File: src/source/exec_pkg.sv
/*
 * RV32I execute slice shared definitions
 * One-hot ALU operation, issue slot, micro-op and execute result
 * structs, opcode constants and the micro-op buffer sizing.
 */
package exec_pkg;

  localparam int XLEN       = 32;
  localparam int FIFO_DEPTH = 8;
  localparam int FIFO_AW    = 3;

  // base opcodes handled by the slice
  localparam logic [6:0] OPC_OP     = 7'b0110011;
  localparam logic [6:0] OPC_OP_IMM = 7'b0010011;
  localparam logic [6:0] OPC_LUI    = 7'b0110111;
  localparam logic [6:0] OPC_AUIPC  = 7'b0010111;
  localparam logic [6:0] OPC_BRANCH = 7'b1100011;

  // funct7 patterns
  localparam logic [6:0] F7_BASE = 7'b0000000;
  localparam logic [6:0] F7_ALT  = 7'b0100000;

  // one-hot op, declared msb first so op_add lands on bit 0
  typedef struct packed {
    logic op_bgeu;
    logic op_bge;
    logic op_bltu;
    logic op_blt;
    logic op_bne;
    logic op_beq;
    logic op_lui;
    logic op_sra;
    logic op_srl;
    logic op_sll;
    logic op_xor;
    logic op_or;
    logic op_and;
    logic op_sltu;
    logic op_slt;
    logic op_sub;
    logic op_add;
  } alu_op_t;

  typedef enum logic [1:0] {
    SRC1_REG  = 2'd0,
    SRC1_PC   = 2'd1,
    SRC1_ZERO = 2'd2
  } src1_sel_t;

  typedef struct packed {
    logic [XLEN-1:0] instr;
    logic [XLEN-1:0] pc;
    logic [XLEN-1:0] rs1_val;
    logic [XLEN-1:0] rs2_val;
  } issue_t;

  typedef struct packed {
    alu_op_t         op;
    src1_sel_t       src1_sel;
    logic            src2_imm;
    logic [XLEN-1:0] imm;
    logic [XLEN-1:0] pc;
    logic [XLEN-1:0] rs1_val;
    logic [XLEN-1:0] rs2_val;
    logic [4:0]      rd;
    logic            wb_en;
    logic            is_branch;
    logic            illegal;
  } uop_t;

  typedef struct packed {
    logic [4:0]      rd;
    logic            wb_en;
    logic [XLEN-1:0] result;
    logic            br_taken;
    logic [XLEN-1:0] next_pc;
    logic            overflow;
    logic            illegal;
  } exe_res_t;

endpackage

File: src/source/rv_decoder.sv
/*
 * RV32I decoder
 * Registers one issue slot per strobe into a micro-op: one-hot ALU
 * op, operand selects, sign-extended I/U/B immediate and writeback
 * fields. Anything outside OP, OP-IMM, LUI, AUIPC and BRANCH, or a
 * bad funct field, comes out marked illegal with writeback off.
 */
module rv_decoder import exec_pkg::*; (
  input  logic   clk,
  input  logic   rst,
  input  logic   in_valid,
  input  issue_t in,
  output logic   uop_valid,
  output uop_t   uop
);

  logic [6:0]      opcode;
  logic [2:0]      funct3;
  logic [6:0]      funct7;
  logic            f7_base;
  logic            f7_alt;
  logic [XLEN-1:0] imm_i;
  logic [XLEN-1:0] imm_u;
  logic [XLEN-1:0] imm_b;
  logic            legal;
  uop_t            uop_next;

  assign opcode  = in.instr[6:0];
  assign funct3  = in.instr[14:12];
  assign funct7  = in.instr[31:25];
  assign f7_base = (funct7 == F7_BASE);
  assign f7_alt  = (funct7 == F7_ALT);

  assign imm_i = {{20{in.instr[31]}}, in.instr[31:20]};
  assign imm_u = {in.instr[31:12], 12'b0};
  assign imm_b = {{19{in.instr[31]}}, in.instr[31], in.instr[7],
                  in.instr[30:25], in.instr[11:8], 1'b0};

  always_comb begin
    uop_next         = '0;
    uop_next.pc      = in.pc;
    uop_next.rs1_val = in.rs1_val;
    uop_next.rs2_val = in.rs2_val;
    // rd is the raw field, wb_en decides whether it matters
    uop_next.rd      = in.instr[11:7];
    legal            = 1'b1;
    case (opcode)
      OPC_OP: begin
        uop_next.wb_en = 1'b1;
        // alt funct7 only exists for sub and sra
        if (!(f7_base || (f7_alt && (funct3 == 3'b000 || funct3 == 3'b101))))
          legal = 1'b0;
        case (funct3)
          3'b000: begin
            uop_next.op.op_add = f7_base;
            uop_next.op.op_sub = f7_alt;
          end
          3'b001: uop_next.op.op_sll  = 1'b1;
          3'b010: uop_next.op.op_slt  = 1'b1;
          3'b011: uop_next.op.op_sltu = 1'b1;
          3'b100: uop_next.op.op_xor  = 1'b1;
          3'b101: begin
            uop_next.op.op_srl = f7_base;
            uop_next.op.op_sra = f7_alt;
          end
          3'b110: uop_next.op.op_or   = 1'b1;
          default: uop_next.op.op_and = 1'b1;
        endcase
      end
      OPC_OP_IMM: begin
        uop_next.wb_en    = 1'b1;
        uop_next.src2_imm = 1'b1;
        uop_next.imm      = imm_i;
        case (funct3)
          3'b000: uop_next.op.op_add  = 1'b1;
          3'b010: uop_next.op.op_slt  = 1'b1;
          3'b011: uop_next.op.op_sltu = 1'b1;
          3'b100: uop_next.op.op_xor  = 1'b1;
          3'b110: uop_next.op.op_or   = 1'b1;
          3'b111: uop_next.op.op_and  = 1'b1;
          3'b001: begin
            uop_next.op.op_sll = 1'b1;
            legal              = f7_base;
          end
          default: begin
            // srli / srai, shamt sits in imm[4:0]
            uop_next.op.op_srl = f7_base;
            uop_next.op.op_sra = f7_alt;
            legal              = f7_base | f7_alt;
          end
        endcase
      end
      OPC_LUI: begin
        uop_next.wb_en     = 1'b1;
        uop_next.src1_sel  = SRC1_ZERO;
        uop_next.src2_imm  = 1'b1;
        uop_next.imm       = imm_u;
        uop_next.op.op_lui = 1'b1;
      end
      OPC_AUIPC: begin
        uop_next.wb_en     = 1'b1;
        uop_next.src1_sel  = SRC1_PC;
        uop_next.src2_imm  = 1'b1;
        uop_next.imm       = imm_u;
        uop_next.op.op_add = 1'b1;
      end
      OPC_BRANCH: begin
        // compare rs1 with rs2, target offset rides along in imm
        uop_next.is_branch = 1'b1;
        uop_next.imm       = imm_b;
        case (funct3)
          3'b000: uop_next.op.op_beq  = 1'b1;
          3'b001: uop_next.op.op_bne  = 1'b1;
          3'b100: uop_next.op.op_blt  = 1'b1;
          3'b101: uop_next.op.op_bge  = 1'b1;
          3'b110: uop_next.op.op_bltu = 1'b1;
          3'b111: uop_next.op.op_bgeu = 1'b1;
          default: legal = 1'b0;
        endcase
      end
      default: legal = 1'b0;
    endcase
    if (!legal) begin
      uop_next.op        = '0;
      uop_next.wb_en     = 1'b0;
      uop_next.is_branch = 1'b0;
      uop_next.illegal   = 1'b1;
    end
  end

  always_ff @(posedge clk) begin
    if (rst) begin
      uop_valid <= 1'b0;
    end else begin
      uop_valid <= in_valid;
    end
  end

  // payload only moves on a strobe
  always_ff @(posedge clk) begin
    if (in_valid) begin
      uop <= uop_next;
    end
  end

endmodule

File: src/source/uop_fifo.sv
/*
 * micro-op FIFO
 * Circular buffer of FIFO_DEPTH micro-ops with an occupancy count
 * for the full and empty levels. head shows the oldest entry.
 */
module uop_fifo import exec_pkg::*; (
  input  logic clk,
  input  logic rst,
  input  logic push,
  input  uop_t wdata,
  input  logic pop,
  output uop_t head,
  output logic empty,
  output logic full
);

  uop_t               mem [FIFO_DEPTH];
  logic [FIFO_AW-1:0] wptr;
  logic [FIFO_AW-1:0] rptr;
  logic [FIFO_AW:0]   count;

  assign head  = mem[rptr];
  assign empty = (count == '0);
  // a write already in flight from the decoder counts as taken, so a
  // strobe accepted while full is low always finds a free slot
  assign full  = ((count + {{FIFO_AW{1'b0}}, push}) >= (FIFO_AW+1)'(FIFO_DEPTH));

  always_ff @(posedge clk) begin
    if (push) begin
      mem[wptr] <= wdata;
    end
  end

  always_ff @(posedge clk) begin
    if (rst) begin
      wptr  <= '0;
      rptr  <= '0;
      count <= '0;
    end else begin
      if (push) begin
        wptr <= wptr + 1'b1;
      end
      if (pop) begin
        rptr <= rptr + 1'b1;
      end
      // push and pop together leave the count alone
      case ({push, pop})
        2'b10:   count <= count + 1'b1;
        2'b01:   count <= count - 1'b1;
        default: count <= count;
      endcase
    end
  end

endmodule

File: src/source/alu.sv
/*
 * one-hot RV32I ALU
 * A single 33-bit adder does add, sub and every compare. Shifts use
 * src2[4:0]. The result is an AND-OR mux over the one-hot op;
 * overflow is reported for add and sub only.
 */
module alu import exec_pkg::*; (
  input  alu_op_t          alu_op,
  input  logic [XLEN-1:0]  alu_src1,
  input  logic [XLEN-1:0]  alu_src2,
  output logic [XLEN-1:0]  alu_result,
  output logic             integer_overflow
);

  logic            sub_mode;
  logic [XLEN-1:0] adder_b;
  logic [XLEN:0]   adder_sum;
  logic [XLEN-1:0] diff;
  logic            carry;
  logic            eq;
  logic            lt;
  logic            ltu;
  logic            cmp_bit;
  logic [4:0]      shamt;
  logic [XLEN-1:0] sll_result;
  logic [XLEN-1:0] srl_result;
  logic [XLEN-1:0] sra_result;

  // subtract for sub and for all compares
  assign sub_mode = alu_op.op_sub | alu_op.op_slt | alu_op.op_sltu
                  | alu_op.op_beq | alu_op.op_bne | alu_op.op_blt
                  | alu_op.op_bltu | alu_op.op_bge | alu_op.op_bgeu;

  assign adder_b   = sub_mode ? ~alu_src2 : alu_src2;
  assign adder_sum = {1'b0, alu_src1} + {1'b0, adder_b} + {{XLEN{1'b0}}, sub_mode};
  assign diff      = adder_sum[XLEN-1:0];
  assign carry     = adder_sum[XLEN];

  // carry out of a - b is set when a >= b unsigned
  assign eq  = (diff == '0);
  assign ltu = ~carry;
  // differing signs decide directly, otherwise the difference cannot overflow
  assign lt  = (alu_src1[XLEN-1] != alu_src2[XLEN-1]) ? alu_src1[XLEN-1]
                                                      : diff[XLEN-1];

  assign cmp_bit = (alu_op.op_slt  & lt)
                 | (alu_op.op_sltu & ltu)
                 | (alu_op.op_beq  & eq)
                 | (alu_op.op_bne  & ~eq)
                 | (alu_op.op_blt  & lt)
                 | (alu_op.op_bltu & ltu)
                 | (alu_op.op_bge  & ~lt)
                 | (alu_op.op_bgeu & ~ltu);

  // same-sign inputs to the adder giving the other sign
  assign integer_overflow = (alu_op.op_add | alu_op.op_sub)
                          & (alu_src1[XLEN-1] == adder_b[XLEN-1])
                          & (diff[XLEN-1] != alu_src1[XLEN-1]);

  assign shamt      = alu_src2[4:0];
  assign sll_result = alu_src1 << shamt;
  assign srl_result = alu_src1 >> shamt;
  assign sra_result = $unsigned($signed(alu_src1) >>> shamt);

  assign alu_result = ({XLEN{alu_op.op_add | alu_op.op_sub}} & diff)
                    | ({XLEN{alu_op.op_and}} & (alu_src1 & alu_src2))
                    | ({XLEN{alu_op.op_or }} & (alu_src1 | alu_src2))
                    | ({XLEN{alu_op.op_xor}} & (alu_src1 ^ alu_src2))
                    | ({XLEN{alu_op.op_sll}} & sll_result)
                    | ({XLEN{alu_op.op_srl}} & srl_result)
                    | ({XLEN{alu_op.op_sra}} & sra_result)
                    | ({XLEN{alu_op.op_lui}} & alu_src2)
                    | {{(XLEN-1){1'b0}}, cmp_bit};

endmodule

File: src/source/exec_unit.sv
/*
 * execute unit
 * Pops the FIFO head whenever it is not empty and hold is low,
 * runs the ALU and registers writeback value, branch decision,
 * next pc and overflow one cycle after the pop.
 */
module exec_unit import exec_pkg::*; (
  input  logic     clk,
  input  logic     rst,
  input  logic     hold,
  input  logic     empty,
  input  uop_t     head,
  output logic     pop,
  output logic     res_valid,
  output exe_res_t res
);

  logic [XLEN-1:0] alu_src1;
  logic [XLEN-1:0] alu_src2;
  logic [XLEN-1:0] alu_result;
  logic            integer_overflow;
  logic            taken;
  exe_res_t        res_next;

  assign pop = ~empty & ~hold;

  always_comb begin
    case (head.src1_sel)
      SRC1_PC:   alu_src1 = head.pc;
      SRC1_ZERO: alu_src1 = '0;
      default:   alu_src1 = head.rs1_val;
    endcase
  end

  assign alu_src2 = head.src2_imm ? head.imm : head.rs2_val;

  alu u_alu (
    .alu_op           (head.op),
    .alu_src1         (alu_src1),
    .alu_src2         (alu_src2),
    .alu_result       (alu_result),
    .integer_overflow (integer_overflow)
  );

  assign taken = head.is_branch & alu_result[0];

  always_comb begin
    res_next.rd       = head.rd;
    res_next.wb_en    = head.wb_en & ~head.illegal;
    // branches and illegal ops write nothing back
    res_next.result   = (head.is_branch | head.illegal) ? '0 : alu_result;
    res_next.br_taken = taken;
    res_next.next_pc  = head.pc + (taken ? head.imm : XLEN'(4));
    res_next.overflow = integer_overflow;
    res_next.illegal  = head.illegal;
  end

  always_ff @(posedge clk) begin
    if (rst) begin
      res_valid <= 1'b0;
    end else begin
      res_valid <= pop;
    end
  end

  always_ff @(posedge clk) begin
    if (pop) begin
      res <= res_next;
    end
  end

endmodule

File: src/source/exec_top.sv
/*
 * RV32I execute slice top
 * decoder -> micro-op FIFO -> execute unit, wiring only
 */
module exec_top import exec_pkg::*; (
  input  logic     clk,
  input  logic     rst,
  input  logic     in_valid,
  input  issue_t   in,
  input  logic     hold,
  output logic     full,
  output logic     res_valid,
  output exe_res_t res
);

  logic uop_valid;
  uop_t uop;
  uop_t head;
  logic empty;
  logic pop;

  rv_decoder u_dec (
    .clk       (clk),
    .rst       (rst),
    .in_valid  (in_valid),
    .in        (in),
    .uop_valid (uop_valid),
    .uop       (uop)
  );

  uop_fifo u_fifo (
    .clk   (clk),
    .rst   (rst),
    .push  (uop_valid),
    .wdata (uop),
    .pop   (pop),
    .head  (head),
    .empty (empty),
    .full  (full)
  );

  exec_unit u_exu (
    .clk       (clk),
    .rst       (rst),
    .hold      (hold),
    .empty     (empty),
    .head      (head),
    .pop       (pop),
    .res_valid (res_valid),
    .res       (res)
  );

endmodule

File: config.mk
export PLATFORM = sky130hd
export DESIGN_NAME = exec_top
export DESIGN_NICKNAME = d
export VERILOG_FILES = /design/src/source/exec_pkg.sv /design/src/source/rv_decoder.sv /design/src/source/uop_fifo.sv /design/src/source/alu.sv /design/src/source/exec_unit.sv /design/src/source/exec_top.sv
export SDC_FILE = /design/constraint.sdc
export NUM_CORES = 2
export LEC_CHECK = 0
export BUFFER_PORTS_ARGS = -buffer_cell sky130_fd_sc_hd__buf_2
export CORE_ASPECT_RATIO = 1.2
export CORE_UTILIZATION = 31
export DETAILED_ROUTE_END_ITERATION = 10
export MAX_ROUTING_LAYER = met4
export SETUP_SLACK_MARGIN = 0.3
export SKIP_CTS_REPAIR_TIMING = 1
export SLEW_MARGIN = 20
export SYNTH_ARGS = -nofsm -noshare
export SYNTH_HDL_FRONTEND = slang
export SYNTH_SLANG_ARGS = --single-unit
export TNS_END_PERCENT = 30
File: constraint.sdc
create_clock -name clk -period 15.8 [get_ports clk]
set_input_delay 3.16 -clock clk [delete_from_list [all_inputs] [get_ports clk]]
set_output_delay 3.16 -clock clk [all_outputs]
set_load 0.02 [all_outputs]
After elaboration in Yosys (flattened, before gate mapping)

Memories as Yosys holds them, arrays and structs flattened. A register that Yosys moved wholly into a read port is not among the register bits.
Cells that the tools add are included.

Flip-flop bits (word level): 241
Latch bits: 0
Bits of input ports: 132
Memories kept: 1
ROM bits: 0
Output and inout port bits: 75
Memory bits (writable): 1,248
Word-level logic and storage cells: 181

Bitwise operators: 57
Eq/ne operators: 20
Multiplexer cells: 35
Div/mod/pow operators: 0
Reduce and logical (&&, ||, !) cells: 17
Multipliers: 0
Magnitude comparators: 1
Shift operators: 3
Add/subtract/negate cells: 8

Memories:

| memory     | depth | bits a word | rd ports | clocked after Yosys merged registers in | wr ports | RTL line       | RTL |
|---|---|---|---|---|---|---|---|
| u_fifo.mem | 8     | 156         | 1        | 1                                       | 1        | uop_fifo.sv:17 | `uop_t mem [FIFO_DEPTH];` |

Operators with widths:

| kind                                           | number |
|---|---|
| AND 32 bit                                     | 9 |
| bitwise OR 32 bit                              | 8 |
| 2-to-1 mux 32 bit                              | 3 |
| one-hot mux 32 bit (3 select lines)            | 1 |
| one-hot mux 32 bit (2 select lines)            | 1 |
| adder 32 x 32 -> 33 bit                        | 1 |
| adder 33 x 1 -> 33 bit                         | 1 |
| adder 32 bit                                   | 1 |
| logical NOT 32 bit                             | 1 |
| NOT 32 bit                                     | 1 |
| bitwise OR 32 x 1 -> 32 bit                    | 1 |
| left shift 32 x 5 -> 32 bit                    | 1 |
| right shift 32 x 5 -> 32 bit                   | 1 |
| >>> shifter 32 x 5 -> 32 bit                   | 1 |
| XOR 32 bit                                     | 1 |
| == test 7 x 6 -> 1 bit (second input constant) | 3 |
| 2-to-1 mux 1 bit                               | 20 |
| bitwise OR 1 bit                               | 18 |
| one-hot mux 8 bit (2 select lines)             | 1 |
| == test 7 x 5 -> 1 bit (second input constant) | 2 |
| OR reduction 7 bit                             | 2 |
| AND 1 bit                                      | 13 |
| == test 3 bit (second input constant)          | 4 |
| OR reduction 6 bit                             | 2 |
| 31 further kinds                               | 44 |

Logic depth before layout (Yosys ltp)

Depth in word-level cells: 24
Depth in mapped cells: 55
Mapped depth without buffers: 38

Modules after synthesis

From an unflattened synthesis, not the netlist that was laid out.

Cell total of the unflattened synthesis: 3,749
Area, all modules: 66,065.9 um^2

By module, submodules not included:

| module     | area an instance (um^2) | times used | cells each | sequential area each (um^2) |
|---|---|---|---|---|
| uop_fifo   | 48,014.8                | 1          | 1,876      | 37,736.2 |
| alu        | 7,653.6                 | 1          | 1,149      | 0.0 |
| rv_decoder | 5,370.2                 | 1          | 259        | 4,704.5 |
| exec_unit  | 5,027.3                 | 1          | 465        | 2,212.1 |

Worst setup path after synthesis

OpenSTA, ideal clock, no wires.

Kind: register -> register
From: reg (tool-made name)
To: reg u_exu.res[32] (netlist name)
Clock period less this slack: 12,281 ps
Path buffers: 14
Path slack: 3,519 ps
Data required time: 15,665 ps
Cell stages (with the launch flop): 49
Setup time: 135 ps
Arrival time: 12,146 ps
Cell sequence: dfxtp_1 -> buf_2 -> buf_2 -> buf_4 -> buf_2 -> buf_4 -> buf_2 -> buf_4 -> buf_2 -> clkbuf_1 -> clkbuf_1 -> mux4_2 -> mux2i_1 -> ha_1 -> buf_1 -> nor2b_1 -> clkbuf_1 -> a22o_1 -> (+13 left out) -> buf_6 -> nor2_2 -> ha_1 -> inv_1 -> fa_1 -> nor2b_1 -> o21ai_0 -> a21boi_0 -> o21ai_0 -> a21boi_0 -> o21ai_0 -> a21boi_0 -> o21ai_0 -> a211oi_1 -> nor3_1 -> nor3_1 -> or4_1 -> nand3_1

==> impl_results.md <==
* Number of buffers added on ports at 206
* Area taken by multi-input logic gates at 19700 µm²
* Via count at 38400
* Hold/Removal Path Class: flip-flop to flip-flop
* DRT iter0 DRCs at 4101
* Row cnt at 184
* Clock period minus final worst setup slack at 12.27 ns
* Fraction of final layout cells sized beyond drive strength 1 at between 20 and 25%
* Final Cell Area at 74900 µm²
* Number of clock sinks at 1492
* Peak supply drop at about 0.13 mV
* Number of global-route vias before repair at 38100
* Maximum number of pins on one net before global-route repair at 113
* WHS at 0.530 ns
* Post-synthesis net count at 4358
* Relative area change from synthesis to final layout at 14.2%
* Global placement routability congestion at roughly 0.98
* Flip-flop cell with the highest count after synthesis: sky130_fd_sc_hd__edfxtp_1
* Number of detailed-route iterations in the first pass at 6
* Initial antenna violation count at 17
* Share of synthesized area occupied by flip-flops and latches at 68.0%
* Yosys Warn Count at 0
* H-tree depth reported by CTS at 4
* Post-synth design cell area at around 66000 µm²
* Setup violations, final at 0
* Core footprint at 210000 µm²
* Static Leakage at 0.0247 µW
* Total routed wirelength at between 200000 and 250000 µm
* Critical path data arrival time at between 10 and 15 ns
* Die outline area at roughly 210000 µm²
* Crit Path Category: flip-flop to flip-flop
* Number of pins with negative max-slew slack in the final report at 0
* Critical Path Slowest Stage Cell: sky130_fd_sc_hd__dfxtp_4
* CTS Buf Count at 145
* Buffer cell driving the clock tree root: sky130_fd_sc_hd__clkbuf_16
* Power density relative to cell area at 164 nW/µm²
* Maximum buffer depth of the clock tree at 3
* Req. time, crit path at 16.49 ns
* Share of the core filled with cells at a little over a third
* Kind of start point of the critical path: flip-flop
* Capturing element type of the critical path: flip-flop
* Post-detailed-placement cell area at 70100 µm²
* Vias per cell at 5.32
* F_max at 81.5 MHz
* Yosys top cell area share at 67.6%
* Yosys top cell by area: sky130_fd_sc_hd__edfxtp_1
* Max Clock Skew at 0.0473 ns
* Final cycle utilization of the critical path at 77.6%
* Starting Density at 31.3%
* Total negative slack at 0 ns
* Top cell family by delay on the critical path: compound AO/OA/AOI/OAI gates
* Number of nets with antenna violations after detailed routing at 0
* GRT Residual Overflow at 0
* Unrepaired setup endpoints after global routing: no
* Max_cap viols at 0
* Syn_area_per_cell at 16.1 µm²
* Grt peak-use layer: met2
* Die Height at just over 500 µm
* Met2 Track Usage GR at 31.1%
* Slew at the pin closest to its max-slew limit at 1.08 ns
* CP peak stage delay at 0.73 ns
* Io pins at 207
* Synth area leaders: sky130_fd_sc_hd__edfxtp_1, sky130_fd_sc_hd__mux4_2, sky130_fd_sc_hd__ha_1, sky130_fd_sc_hd__nand2_1, sky130_fd_sc_hd__mux2_2
* Die outline width at 422 µm
* Status: completed
* TritonCTS clock tree: done
* Total of fill cells in the finished design at 19800
* Buffering stage count on the worst path with inverters included at 4
* Count of flip-flops with a built-in enable after synthesis at ~1500
* Global-route met1 utilization at 23.7%
* Post-layout nets at 4583
* Unique cell type count in the Yosys netlist at 95
* Fraction of registers with async set or reset after synthesis at 0%
* Met3 demand-to-capacity share in global routing at under 10%
* Max-slew headroom at 25.9%
* CP Max Fanout at 34
* First-pass GRT wire length at about 280000 µm
* Aggregate global-route resource usage at 19.0%
* Clock slew seen by the registers of the worst setup and hold paths at 0.06 ns
* Clock insertion delay at the later pin of the skew report at roughly 0.8 ns
* Post-detailed-route DRC marker count at 0
* Final-report hold violation count at 0
* Post-DP HPWL at 134000 µm
* Footprint of the flip-flops and latches at 44700 µm²
* Routed wire length per instance at roughly 28 µm
* Synthesized instance count at 4088
* Number of flip-flops and latches in the synthesized netlist at 1492
-- synthesized netlist by cell type, types with 12 or more instances --
| cell | count |
|---|---|
| sky130_fd_sc_hd__xnor2_1 | 59 |
| sky130_fd_sc_hd__a221oi_1 | 39 |
| sky130_fd_sc_hd__edfxtp_1 | 1477 |
| sky130_fd_sc_hd__nand2_1 | 372 |
| sky130_fd_sc_hd__o21ai_0 | 183 |
| sky130_fd_sc_hd__inv_1 | 97 |
| sky130_fd_sc_hd__mux2_2 | 83 |
| sky130_fd_sc_hd__nor2b_1 | 21 |
| sky130_fd_sc_hd__mux2i_1 | 57 |
| sky130_fd_sc_hd__nand3_1 | 57 |
| sky130_fd_sc_hd__buf_2 | 49 |
| sky130_fd_sc_hd__a22o_1 | 22 |
| sky130_fd_sc_hd__a21oi_1 | 159 |
| sky130_fd_sc_hd__nor4_1 | 13 |
| sky130_fd_sc_hd__mux4_2 | 307 |
| sky130_fd_sc_hd__buf_1 | 37 |
| sky130_fd_sc_hd__nand2b_1 | 15 |
| sky130_fd_sc_hd__and2_1 | 12 |
| sky130_fd_sc_hd__nor3_1 | 58 |
| sky130_fd_sc_hd__a21o_1 | 52 |
| sky130_fd_sc_hd__a22oi_1 | 24 |
| sky130_fd_sc_hd__nor2_1 | 246 |
| sky130_fd_sc_hd__and3_1 | 16 |
| sky130_fd_sc_hd__a211oi_1 | 27 |
| sky130_fd_sc_hd__o22ai_1 | 16 |
| sky130_fd_sc_hd__a21oi_2 | 27 |
| sky130_fd_sc_hd__xor2_1 | 16 |
| sky130_fd_sc_hd__clkbuf_1 | 128 |
| sky130_fd_sc_hd__ha_1 | 135 |
| sky130_fd_sc_hd__a31oi_1 | 38 |
| sky130_fd_sc_hd__o211ai_1 | 27 |
| sky130_fd_sc_hd__dfxtp_1 | 15 |
-- cell usage in the layout (no fill, tap or decap), drive strengths merged, types with 10 or more instances in the layout --
cell	n
edfxtp	1477
nand2	372
mux4	307
buf	301
nor2	249
a21oi	186
o21ai	185
clkbuf	163
ha	135
inv	111
mux2	83
clkinv	64
nor3	60
xnor2	59
mux2i	58
nand3	57
a21o	52
a221oi	39
a31oi	38
o211ai	28
a211oi	27
a22oi	24
a22o	22
nor2b	21
o22ai	16
and3	16
xor2	16
nand2b	16
bufinv	15
dfxtp	15
nor4	14
and2	14
diode	11
or3	11
a21boi	11
o31a	10
-- stage by stage --
step | cells | setup WS [ns] | total power [µW]
after global routing | 7219 | 2.80 | 12700
after CTS | 7209 | 3.51 | 12300
final | 7220 | 3.53 | 12300
after detailed placement | 6956 | 3.56 | 8770
after global placement | 6955 | 3.71 | 8790
after floorplan | 4088 | 3.52 | 7240
-- state kept, by name (all words and copies together) (netlist names), named ones only --
signal / count
u_dec.uop_valid: 1
u_exu.res_valid: 1
u_fifo.count: 4
u_fifo.wptr: 3
u_fifo.rptr: 3
u_dec.uop: 156
u_fifo.mem: 1248
u_exu.res: 73
-- worst min-delay path, stage by stage, from the launching register on --
cell and delay, ns:
sky130_fd_sc_hd__dfxtp_1 0.32, sky130_fd_sc_hd__xor2_1 0.07, sky130_fd_sc_hd__nor2_1 0.10
-- power by group --
group	internal, µW	total [µW]	switching [µW]
clock	1970	3500	1530
sequential	4600	4780	176
combinational	1290	3980	2690
-- worst paths after layout --
kind                            cells past startpoint                        start  slack, ns                           to
worst max register to register                     33                    flip-flop       3.53      u_exu.res[32]$_DFFE_PP_
worst min register to register                      2  u_fifo.rptr[2]$_SDFFE_PP0P_       0.53  u_fifo.rptr[2]$_SDFFE_PP0P_
worst min-delay path                                2  u_fifo.rptr[2]$_SDFFE_PP0P_       0.53  u_fifo.rptr[2]$_SDFFE_PP0P_
worst max-delay path                               33                    flip-flop       3.53      u_exu.res[32]$_DFFE_PP_
-- cell type report --
class,instances,area share [%]
Antenna cell,11,0.0367
Clock buffer,162,4.99
Clock inverter,91,1.40
Inverter,103,0.519
Multi-Input combinational cell,2269,26.3
Sequential cell,1492,59.6
Tap cell,2790,4.66
Timing Repair Buffer,302,2.45
-- logic make-up after synthesis --
group	share of synthesized area (%)
XOR/XNOR	1.00
adder cells (fa/ha/maj)	2.67
AO/OA/AOI/OAI	7.42
multiplexers	12.9
AND/OR/NAND/NOR	5.94
flip-flops	68.0
buffers and inverters	2.06
-- routing by layer --
metal	share of wire [%]	up-vias	wire length, µm
li1	-	16600	-
met1	41	19900	81400
met2	49	1518	99000
met3	6.3	322	12600
met4	3.8	0	7650
met5	0	-	0
Note: power is estimated with default switching activity, not from simulation.
